$ cat src/hdl/fifo_cfg_pkg.sv
// ==================================================
// Data word and half word types of the deep FIFO
// 36 bit word union, seen whole or as two halves
// Default SRAM and on-chip buffer depths
// ==================================================

package fifo_cfg_pkg;

   localparam int WORD_W = 36;   // User word width
   localparam int HALF_W = 18;   // SRAM data bus width

   typedef logic [WORD_W-1:0] word_t;
   typedef logic [HALF_W-1:0] half_t;

   // One word, or its two SRAM halves with index 0 the low half
   typedef union packed {
      word_t        word;
      half_t [1:0]  half;
   } word_u;

   localparam int DEF_RAM_DEPTH = 19;   // SRAM address bits
   localparam int DEF_BUF_DEPTH = 4;    // Words per on-chip buffer, power of two

endpackage

$ cat src/hdl/nobl_pkg.sv
// ==================================================
// NoBL / ZBT pipelined SRAM pin bundle
// SRAM data latency and read slack of the join stage
// ==================================================

package nobl_pkg;

   localparam int ADDR_MAX = 19;   // Widest supported SRAM address

   // Address pins to data on the bus, same for read and write
   localparam int SRAM_LAT = 2;

   // Reads still uncounted by the join stage when it lowers read_strobe
   localparam int JOIN_SLACK = SRAM_LAT + 1;

   // All SRAM pins driven by the controller, control pins active low
   typedef struct packed {
      logic [ADDR_MAX-1:0]  address;   // Upper unused bits held zero
      logic                 we_n;      // Write enable
      logic                 ce_n;      // Clock enable
      logic                 ld_n;      // Load new address
      logic                 oe_n;      // Output enable, low in read data slot
      logic                 ce1_n;     // Chip enable, low on an access
      fifo_cfg_pkg::half_t  d_out;     // Write data
      logic                 d_oe;      // Write data pad enable
   } sram_bus_t;

endpackage

$ cat src/hdl/ext_fifo.sv
// ==================================================
// Deep 36 bit FIFO over an external NoBL SRAM
// Input split stage, SRAM controller, join stage
// ==================================================
`timescale 1ns/100ps

module ext_fifo #(
   parameter int RAM_DEPTH = fifo_cfg_pkg::DEF_RAM_DEPTH,   // SRAM address bits
   parameter int BUF_DEPTH = fifo_cfg_pkg::DEF_BUF_DEPTH    // Words per stage buffer
) (
   input  logic                 ext_clk,
   input  logic                 arst_n_i,
   input  fifo_cfg_pkg::word_t  data_i,
   input  logic                 src_rdy_i,    // Write
   output logic                 dst_rdy_o,    // Not full
   output fifo_cfg_pkg::word_t  data_o,
   output logic                 src_rdy_o,    // Not empty
   input  logic                 dst_rdy_i,    // Read
   output nobl_pkg::sram_bus_t  ram_o,
   input  fifo_cfg_pkg::half_t  ram_d_i
);

   import fifo_cfg_pkg::*;

   half_t  write_data;
   logic   write_strobe;
   logic   space_avail;
   half_t  read_data;
   logic   data_avail;
   logic   read_strobe;

   word_split #(.BUF_DEPTH(BUF_DEPTH)) u_word_split (
      .ext_clk        (ext_clk),
      .arst_n_i       (arst_n_i),
      .data_i         (data_i),
      .src_rdy_i      (src_rdy_i),
      .dst_rdy_o      (dst_rdy_o),
      .write_data_o   (write_data),
      .write_strobe_o (write_strobe),
      .space_avail_i  (space_avail)
   );

   nobl_fifo #(.RAM_DEPTH(RAM_DEPTH)) u_nobl_fifo (
      .ext_clk        (ext_clk),
      .arst_n_i       (arst_n_i),
      .write_data_i   (write_data),
      .write_strobe_i (write_strobe),
      .space_avail_o  (space_avail),
      .read_strobe_i  (read_strobe),
      .read_data_o    (read_data),
      .data_avail_o   (data_avail),
      .ram_o          (ram_o),
      .ram_d_i        (ram_d_i)
   );

   word_join #(.BUF_DEPTH(BUF_DEPTH)) u_word_join (
      .ext_clk        (ext_clk),
      .arst_n_i       (arst_n_i),
      .read_data_i    (read_data),
      .data_avail_i   (data_avail),
      .read_strobe_o  (read_strobe),
      .data_o         (data_o),
      .src_rdy_o      (src_rdy_o),
      .dst_rdy_i      (dst_rdy_i)
   );

endmodule

$ cat src/hdl/nobl_fifo.sv
// ==================================================
// SRAM controller of the deep FIFO
// Ring of halves in NoBL SRAM, one access per cycle
// Write data delay line and read return tags
// ==================================================
`timescale 1ns/100ps

module nobl_fifo #(
   parameter int RAM_DEPTH = fifo_cfg_pkg::DEF_RAM_DEPTH
) (
   input  logic                 ext_clk,
   input  logic                 arst_n_i,
   input  fifo_cfg_pkg::half_t  write_data_i,
   input  logic                 write_strobe_i,
   output logic                 space_avail_o,
   input  logic                 read_strobe_i,
   output fifo_cfg_pkg::half_t  read_data_o,
   output logic                 data_avail_o,
   output nobl_pkg::sram_bus_t  ram_o,
   input  fifo_cfg_pkg::half_t  ram_d_i
);

   import fifo_cfg_pkg::*;
   import nobl_pkg::*;

   localparam logic [RAM_DEPTH:0] FULL_CNT = {1'b1, {RAM_DEPTH{1'b0}}};

   logic [RAM_DEPTH-1:0]   wr_ptr;
   logic [RAM_DEPTH-1:0]   rd_ptr;
   logic [RAM_DEPTH:0]     fill_cnt;     // Halves written and not yet requested
   logic                   do_write;
   logic                   do_read;

   logic [RAM_DEPTH-1:0]   addr_q;       // Pin registers
   logic                   we_n_q;
   logic                   en_n_q;       // Clock enable and load, low once running
   logic                   oe_n_q;
   logic                   ce1_n_q;
   half_t                  d_out_q;
   logic                   d_oe_q;

   logic [SRAM_LAT-1:0]    wr_pend;      // Write in flight, bit 0 on the address cycle
   half_t                  wd_pipe [SRAM_LAT];
   logic [JOIN_SLACK-1:0]  rd_pend;      // Read in flight, bit 0 on the address cycle

   assign space_avail_o = (fill_cnt != FULL_CNT);

   // Writes first, reads when the write side is idle or the ring is full
   assign do_write = write_strobe_i & space_avail_o;
   assign do_read  = read_strobe_i & (fill_cnt != '0) & ~do_write;

   // Read data goes straight from the pads, tagged by the read pipeline.
   // Reading a half still in the write delay line needs the SRAM's late
   // write forwarding.
   assign read_data_o  = ram_d_i;
   assign data_avail_o = rd_pend[JOIN_SLACK-1];   // SRAM_LAT after the address

   assign ram_o = '{
      address: ADDR_MAX'(addr_q),
      we_n:    we_n_q,
      ce_n:    en_n_q,
      ld_n:    en_n_q,
      oe_n:    oe_n_q,
      ce1_n:   ce1_n_q,
      d_out:   d_out_q,
      d_oe:    d_oe_q
   };

   // Address and write data path
   always_ff @(posedge ext_clk) begin
      addr_q     <= do_write ? wr_ptr : rd_ptr;
      wd_pipe[0] <= write_data_i;
      for (int i = 1; i < SRAM_LAT; i++) begin
         wd_pipe[i] <= wd_pipe[i-1];
      end
      d_out_q <= wd_pipe[SRAM_LAT-1];   // On pins SRAM_LAT after its address
   end

   always_ff @(posedge ext_clk or negedge arst_n_i) begin
      if (!arst_n_i) begin
         wr_ptr   <= '0;
         rd_ptr   <= '0;
         fill_cnt <= '0;
         we_n_q   <= 1'b1;
         en_n_q   <= 1'b1;
         oe_n_q   <= 1'b1;
         ce1_n_q  <= 1'b1;
         d_oe_q   <= 1'b0;
         wr_pend  <= '0;
         rd_pend  <= '0;
      end else begin
         en_n_q  <= 1'b0;
         we_n_q  <= ~do_write;
         ce1_n_q <= ~(do_write | do_read);   // Deselect on idle cycles
         wr_pend <= SRAM_LAT'({wr_pend, do_write});
         rd_pend <= JOIN_SLACK'({rd_pend, do_read});
         d_oe_q  <= wr_pend[SRAM_LAT-1];
         oe_n_q  <= ~rd_pend[SRAM_LAT-1];    // SRAM drives in the next cycle
         if (do_write) begin
            wr_ptr   <= wr_ptr + 1'b1;
            fill_cnt <= fill_cnt + 1'b1;
         end
         if (do_read) begin
            rd_ptr   <= rd_ptr + 1'b1;
            fill_cnt <= fill_cnt - 1'b1;     // Never with a write
         end
      end
   end

endmodule

$ cat src/hdl/word_join.sv
// ==================================================
// Output stage of the deep FIFO
// Pairs SRAM halves into words, FWFT word buffer
// Read throttle with room for reads in flight
// ==================================================
`timescale 1ns/100ps

module word_join #(
   parameter int BUF_DEPTH = fifo_cfg_pkg::DEF_BUF_DEPTH
) (
   input  logic                 ext_clk,
   input  logic                 arst_n_i,
   input  fifo_cfg_pkg::half_t  read_data_i,
   input  logic                 data_avail_i,
   output logic                 read_strobe_o,   // Low while almost full
   output fifo_cfg_pkg::word_t  data_o,
   output logic                 src_rdy_o,       // Not empty
   input  logic                 dst_rdy_i
);

   import fifo_cfg_pkg::*;
   import nobl_pkg::*;

   localparam int PW = (BUF_DEPTH > 1) ? $clog2(BUF_DEPTH) : 1;
   localparam int CW = $clog2(BUF_DEPTH + 1);
   localparam int HALVES = 2 * BUF_DEPTH;   // Must exceed JOIN_SLACK

   word_u          buf_mem [BUF_DEPTH];
   logic [PW-1:0]  wr_ptr;
   logic [PW-1:0]  rd_ptr;
   logic [CW-1:0]  count;                   // Whole words held
   half_t          low_q;                   // Low half waiting for its partner
   logic           low_vld;
   logic [CW:0]    used_halves;
   word_u          joined;
   logic           push;
   logic           pop;

   always_comb begin
      joined.half[0] = low_q;
      joined.half[1] = read_data_i;
   end

   assign push        = data_avail_i & low_vld;   // High half completes a word
   assign pop         = src_rdy_o & dst_rdy_i;
   assign src_rdy_o   = (count != '0);
   assign data_o      = buf_mem[rd_ptr].word;     // Head word falls through
   assign used_halves = {count, low_vld};         // 2 per word plus held half

   // Keep reading only while more than JOIN_SLACK halves are free
   assign read_strobe_o = (used_halves < (CW+1)'(HALVES - JOIN_SLACK));

   always_ff @(posedge ext_clk) begin
      if (data_avail_i && !low_vld) begin
         low_q <= read_data_i;
      end
      if (push) begin
         buf_mem[wr_ptr] <= joined;
      end
   end

   always_ff @(posedge ext_clk or negedge arst_n_i) begin
      if (!arst_n_i) begin
         wr_ptr  <= '0;
         rd_ptr  <= '0;
         count   <= '0;
         low_vld <= 1'b0;
      end else begin
         if (data_avail_i) begin
            low_vld <= ~low_vld;   // Halves alternate low, high
         end
         if (push) begin
            wr_ptr <= wr_ptr + 1'b1;
         end
         if (pop) begin
            rd_ptr <= rd_ptr + 1'b1;
         end
         case ({push, pop})
            2'b10:   count <= count + 1'b1;
            2'b01:   count <= count - 1'b1;
            default: ;
         endcase
      end
   end

endmodule

$ cat src/hdl/word_split.sv
// ==================================================
// Input stage of the deep FIFO
// Small word buffer, sends each word as 2 halves
// ==================================================
`timescale 1ns/100ps

module word_split #(
   parameter int BUF_DEPTH = fifo_cfg_pkg::DEF_BUF_DEPTH
) (
   input  logic                 ext_clk,
   input  logic                 arst_n_i,
   input  fifo_cfg_pkg::word_t  data_i,
   input  logic                 src_rdy_i,
   output logic                 dst_rdy_o,        // Not full
   output fifo_cfg_pkg::half_t  write_data_o,
   output logic                 write_strobe_o,   // A half is waiting
   input  logic                 space_avail_i
);

   import fifo_cfg_pkg::*;

   localparam int PW = (BUF_DEPTH > 1) ? $clog2(BUF_DEPTH) : 1;
   localparam int CW = $clog2(BUF_DEPTH + 1);

   word_u          buf_mem [BUF_DEPTH];   // Word storage
   logic [PW-1:0]  wr_ptr;
   logic [PW-1:0]  rd_ptr;
   logic [CW-1:0]  count;                 // Words held
   logic           half_sel;              // Half of head word being offered
   logic           push;
   logic           half_move;
   logic           pop;

   assign dst_rdy_o      = (count != CW'(BUF_DEPTH));
   assign push           = src_rdy_i & dst_rdy_o;
   assign write_strobe_o = (count != '0);
   assign half_move      = write_strobe_o & space_avail_i;
   assign pop            = half_move & half_sel;   // High half gone, word done

   // Head word picked apart through the union, low half first
   assign write_data_o = buf_mem[rd_ptr].half[half_sel];

   always_ff @(posedge ext_clk) begin
      if (push) begin
         buf_mem[wr_ptr].word <= data_i;
      end
   end

   // Pointers wrap by overflow
   always_ff @(posedge ext_clk or negedge arst_n_i) begin
      if (!arst_n_i) begin
         wr_ptr   <= '0;
         rd_ptr   <= '0;
         count    <= '0;
         half_sel <= 1'b0;
      end else begin
         if (push) begin
            wr_ptr <= wr_ptr + 1'b1;
         end
         if (pop) begin
            rd_ptr <= rd_ptr + 1'b1;
         end
         if (half_move) begin
            half_sel <= ~half_sel;   // Back to low half after each word
         end
         case ({push, pop})
            2'b10:   count <= count + 1'b1;
            2'b01:   count <= count - 1'b1;
            default: ;               // Idle, or push and pop together
         endcase
      end
   end

endmodule

$ cat config.mk
export PLATFORM = sky130hd
export DESIGN_NAME = ext_fifo
export DESIGN_NICKNAME = d
export VERILOG_FILES = /design/src/hdl/fifo_cfg_pkg.sv /design/src/hdl/nobl_pkg.sv /design/src/hdl/ext_fifo.sv /design/src/hdl/nobl_fifo.sv /design/src/hdl/word_join.sv /design/src/hdl/word_split.sv
export SDC_FILE = /design/constraint.sdc
export NUM_CORES = 1
export LEC_CHECK = 0
export ABC_AREA = 1
export BUFFER_PORTS_ARGS = -buffer_cell sky130_fd_sc_hd__buf_2
export CORE_ASPECT_RATIO = 0.6
export CORE_UTILIZATION = 25
export CTS_CLUSTER_DIAMETER = 60
export DETAILED_ROUTE_END_ITERATION = 12
export GPL_TIMING_DRIVEN = 0
export PLACE_DENSITY = 0.39
export REMOVE_ABC_BUFFERS = 1
export SYNTH_ARGS = -nofsm -noshare
export SYNTH_HDL_FRONTEND = slang
export SYNTH_SLANG_ARGS = --single-unit
$ cat constraint.sdc
create_clock -name ext_clk -period 4.02 [get_ports ext_clk]
set_input_delay 0.201 -clock ext_clk [delete_from_list [all_inputs] [get_ports ext_clk]]
set_output_delay 0.201 -clock ext_clk [all_outputs]
set_load 0.1 [all_outputs]
==> summary.md <==
| Metric | Value |
|---|---|
| Outcome | `complete, no violations` |
| Drt total wl | `44.5 mm` |
| Routed WL per cell | `16.1 um` |
| DP Area | `0.0202 mm2` |
| Die Width | `351 um` |
| Starting Density | `0.254` |
| Yosys cell types | `45` |
| Total clock sinks | `463` |
| Area of the multi-input gates | `0.00488 mm2` |
| Number of max-cap violations | `0` |
| Vias in the first global route | `11500` |
| Least-Margin Pin Slew | `1.24 ns` |
| Reg area | `0.0128 mm2` |
| Final setup viols | `0` |
| Crit path DAT | `3.48 ns` |
| Antenna Nets Post-Route | `0` |
| Final count of pins violating max slew | `0` |
| Vias | `11600` |
| Post-Synthesis Cell Area | `0.0183 mm2` |
| Area delta synth->final | `23.7%` |
| Top cells by area, synth | `edfxtp_1, dfrtp_1, dfxtp_1, nor2_1, o21ai_0` |
| Gate Count Post-Synth | `1558` |
| Headroom to the max-slew limit | `0.169` |
| Synth top area share | `0.503` |
| Minimum clock period | `3.68 ns` |
| Post-Syn Area per Cell | `11.7 um2` |
| Initial DRC count | `771` |
| Clock latency on the worst-skew pair | `0.60 ns` |
| PwrDens | `863 mW/mm2` |
| Hold Vio Cnt, Final | `0` |
| Hold path depth | `4` |
| Share of cells above drive strength 1 | `0.154` |
| Final hold slack | `0.0649 ns` |
| Root buffer cell | `clkbuf_16` |
| Via/cell ratio | `4.18` |
| Peak supply drop | `0.000450 V` |
| Skew final | `0.0142 ns` |
| Clock transition at path regs | `0.06 ns` |
| Num CTS Buffers | `50` |
| Die area | `0.0742 mm2` |
| Input/output buffers | `138` |
| Sequential-to-total area share from yosys stat | `0.699` |
| Worst path required time | `3.82 ns` |
| Worst hold-check path type | `in2reg` |
| Total core area | `0.0720 mm2` |
| Remaining global-route overflow | `0` |
| Critical path class | `reg2out` |
| Worst-case reg-to-reg path depth | `18` |
| Ys Warns | `0` |
| Cell taking the most area after synthesis | `edfxtp_1` |
| CP Capture Type | `output pin` |
| Final Cell Area | `0.0226 mm2` |
| Max Fclk | `0.272 GHz` |
| Leakage power | `0.00863 uW` |
| Global-route wire length before repair | `69.2 mm` |
| Clk buf depth | `3` |
| Top FF cell, synth | `edfxtp_1` |
| DRC Markers | `0` |
| Largest net degree at the start of global routing | `75` |
| # fillers | `7299` |
| Unrepaired setup endpoints after global routing | `false` |
| Gp weighted congestion | `0.769` |
| GRT Total Usage | `0.121` |
| Crit Path Max Fanout | `74` |
| Post-CTS Setup Bufs | `0` |
| Initial antenna violation count | `2` |
| Htree depth | `2` |
| EDFF count, synth | `306` |
| Row count | `76` |
| Asr flop ratio synth | `0.181` |
| Crit path launch type | `flop` |
| Share of the clock period used by the worst path | `0.915` |
| # nets final | `1841` |
| Sum of net half-perimeters after detailed placement | `26.8 mm` |
| DRT Pass-1 Iters | `5` |
| TritonCTS clock tree | `yes` |
| Die height | `211 um` |
| I/O Pins | `139` |
| Synthesized flop and latch total | `463` |
layout by cell type (no fill, tap or decap), types with 4 or more instances in the layout:
master and count:
nor3_1 15, bufinv_16 11, a31oi_1 18, o22ai_1 54
nand3_1 38, xor2_1 41, clkbuf_16 51, nand4_1 10
nor2_4 12, o21ai_1 5, clkinv_2 9, inv_1 86
a21oi_1 22, clkbuf_1 6, ha_1 30, dfstp_2 4
edfxtp_1 306, inv_2 5, o21ai_0 179, nor2_1 262
buf_2 137, dfxtp_1 73, dfrtp_1 76, nand2_1 210
clkinv_1 5, buf_12 10, dlygate4sd3_1 55, xnor2_1 8
flip-flops by register name (all words and copies together) (netlist names), 2 cells and up:
name / count
u_word_join.buf_mem: 144
u_word_split.buf_mem: 144
u_nobl_fifo.wd_pipe: 36
u_nobl_fifo.fill_cnt: 20
u_nobl_fifo.addr_q: 19
u_nobl_fifo.rd_ptr: 19
u_nobl_fifo.wr_ptr: 19
u_nobl_fifo.d_out_q: 18
u_word_join.low_q: 18
u_nobl_fifo.rd_pend: 3
u_word_join.count: 3
u_word_split.count: 3
u_nobl_fifo.wr_pend: 2
u_word_join.rd_ptr: 2
u_word_join.wr_ptr: 2
u_word_split.rd_ptr: 2
u_word_split.wr_ptr: 2
critical path: stages (launching register included):
cell,delay (ns)
dfrtp_4,0.80
inv_4,0.70
o21ai_0,0.16
o22ai_1,0.64
buf_2,0.56
through the flow:
stage,worst slack [ns],util,cells,TNS (ns),power [uW]
floorplan,0.411,-,1492,0,12500
global placement,-1.08,0.276,2605,-156.46,14400
detailed placement,0.498,0.281,2618,0,14600
CTS,0.228,0.314,2765,0,19800
global route,0.124,0.314,2766,0,20700
finish,0.342,0.314,2766,0,19500
metal layers:
metal	vias up	global-route usage	wire length (um)
met4	2	0.0330	801
li1	5760	-	-
met3	59	0.0250	1670
met2	154	0.176	18700
met1	5600	0.182	23300
met5	-	0	13
kinds of logic (layout without fill, tap and decap cells):
| group | count (synthesis) | after routing | synth area share |
|---|---|---|---|
| and+or+nand+nor | 564 | 564 | 0.129 |
| DFF | 463 | 463 | 0.699 |
| AOI/OAI and AO/OA | 283 | 283 | 0.0832 |
| buffers and inverters | 161 | 393 | 0.0378 |
| xor gates and xnor gates | 53 | 53 | 0.0271 |
| adders and majority gates | 33 | 33 | 0.0238 |
| other | 1 | 2 | 0.000205 |
cells in the mapped netlist, types with 3 or more instances:
cell      number
dfstp_2        4
ha_1          30
inv_1         87
nor3_1        15
nand2_1      210
buf_1          7
o21ai_1        5
nor2_4         4
fa_1           3
nor2_1       271
buf_2         11
o21ai_0      179
inv_2          5
xnor2_1        8
nand2_4        3
clkbuf_1      35
edfxtp_1     306
dfxtp_1       73
xor2_1        41
nand4_1       10
nand3_1       38
nand3b_1       3
a21o_1         3
dfrtp_1       80
buf_4          9
o22ai_1       54
a31oi_1       18
a21oi_1       22
xor2_2         3
power breakdown:
group          switching (uW)  leakage, uW  internal, uW  total (uW)
sequential                651      0.00444          6130        6780
clock                    2010     0.000891          3090        5110
combinational            5960      0.00330          1640        7600
total                    8620      0.00863         10900       19500
path summary, 6_finish.rpt:
check,startpoint,to,slack [ns]
max in group asynchronous,arst_n_i,u_nobl_fifo.en_n_q,3.22
min in group asynchronous,arst_n_i,u_word_split.wr_ptr[0],0.09
setup reg to reg,u_nobl_fifo.fill_cnt[15],u_nobl_fifo.fill_cnt[19],0.51
hold reg to reg,u_nobl_fifo.wd_pipe[1][4],u_nobl_fifo.d_out_q[4],0.32
hold / removal,dst_rdy_i,u_word_join.rd_ptr[0],0.06
setup / recovery,u_word_join.rd_ptr[0],data_o[22],0.34
area by class of cell:
type | instances | area share
inverter | 95 | 0.0162
sequential | 463 | 0.565
multi-input combinational | 934 | 0.216
clock inverter | 33 | 0.0223
tap | 975 | 0.0540
clock buffer | 59 | 0.0587
antenna | 1 | 0.000111
timing repair buffer | 206 | 0.0676
what timing repair did:
| item | in CTS | in global routing |
|---|---|---|
| setup endpoints to repair | 1 | 0 |
| gates resized for setup | 1 | 0 |
| hold endpoints to repair | 314 | 0 |
| hold buffers | 55 | 0 |
Power figures use the tool's default switching activity.
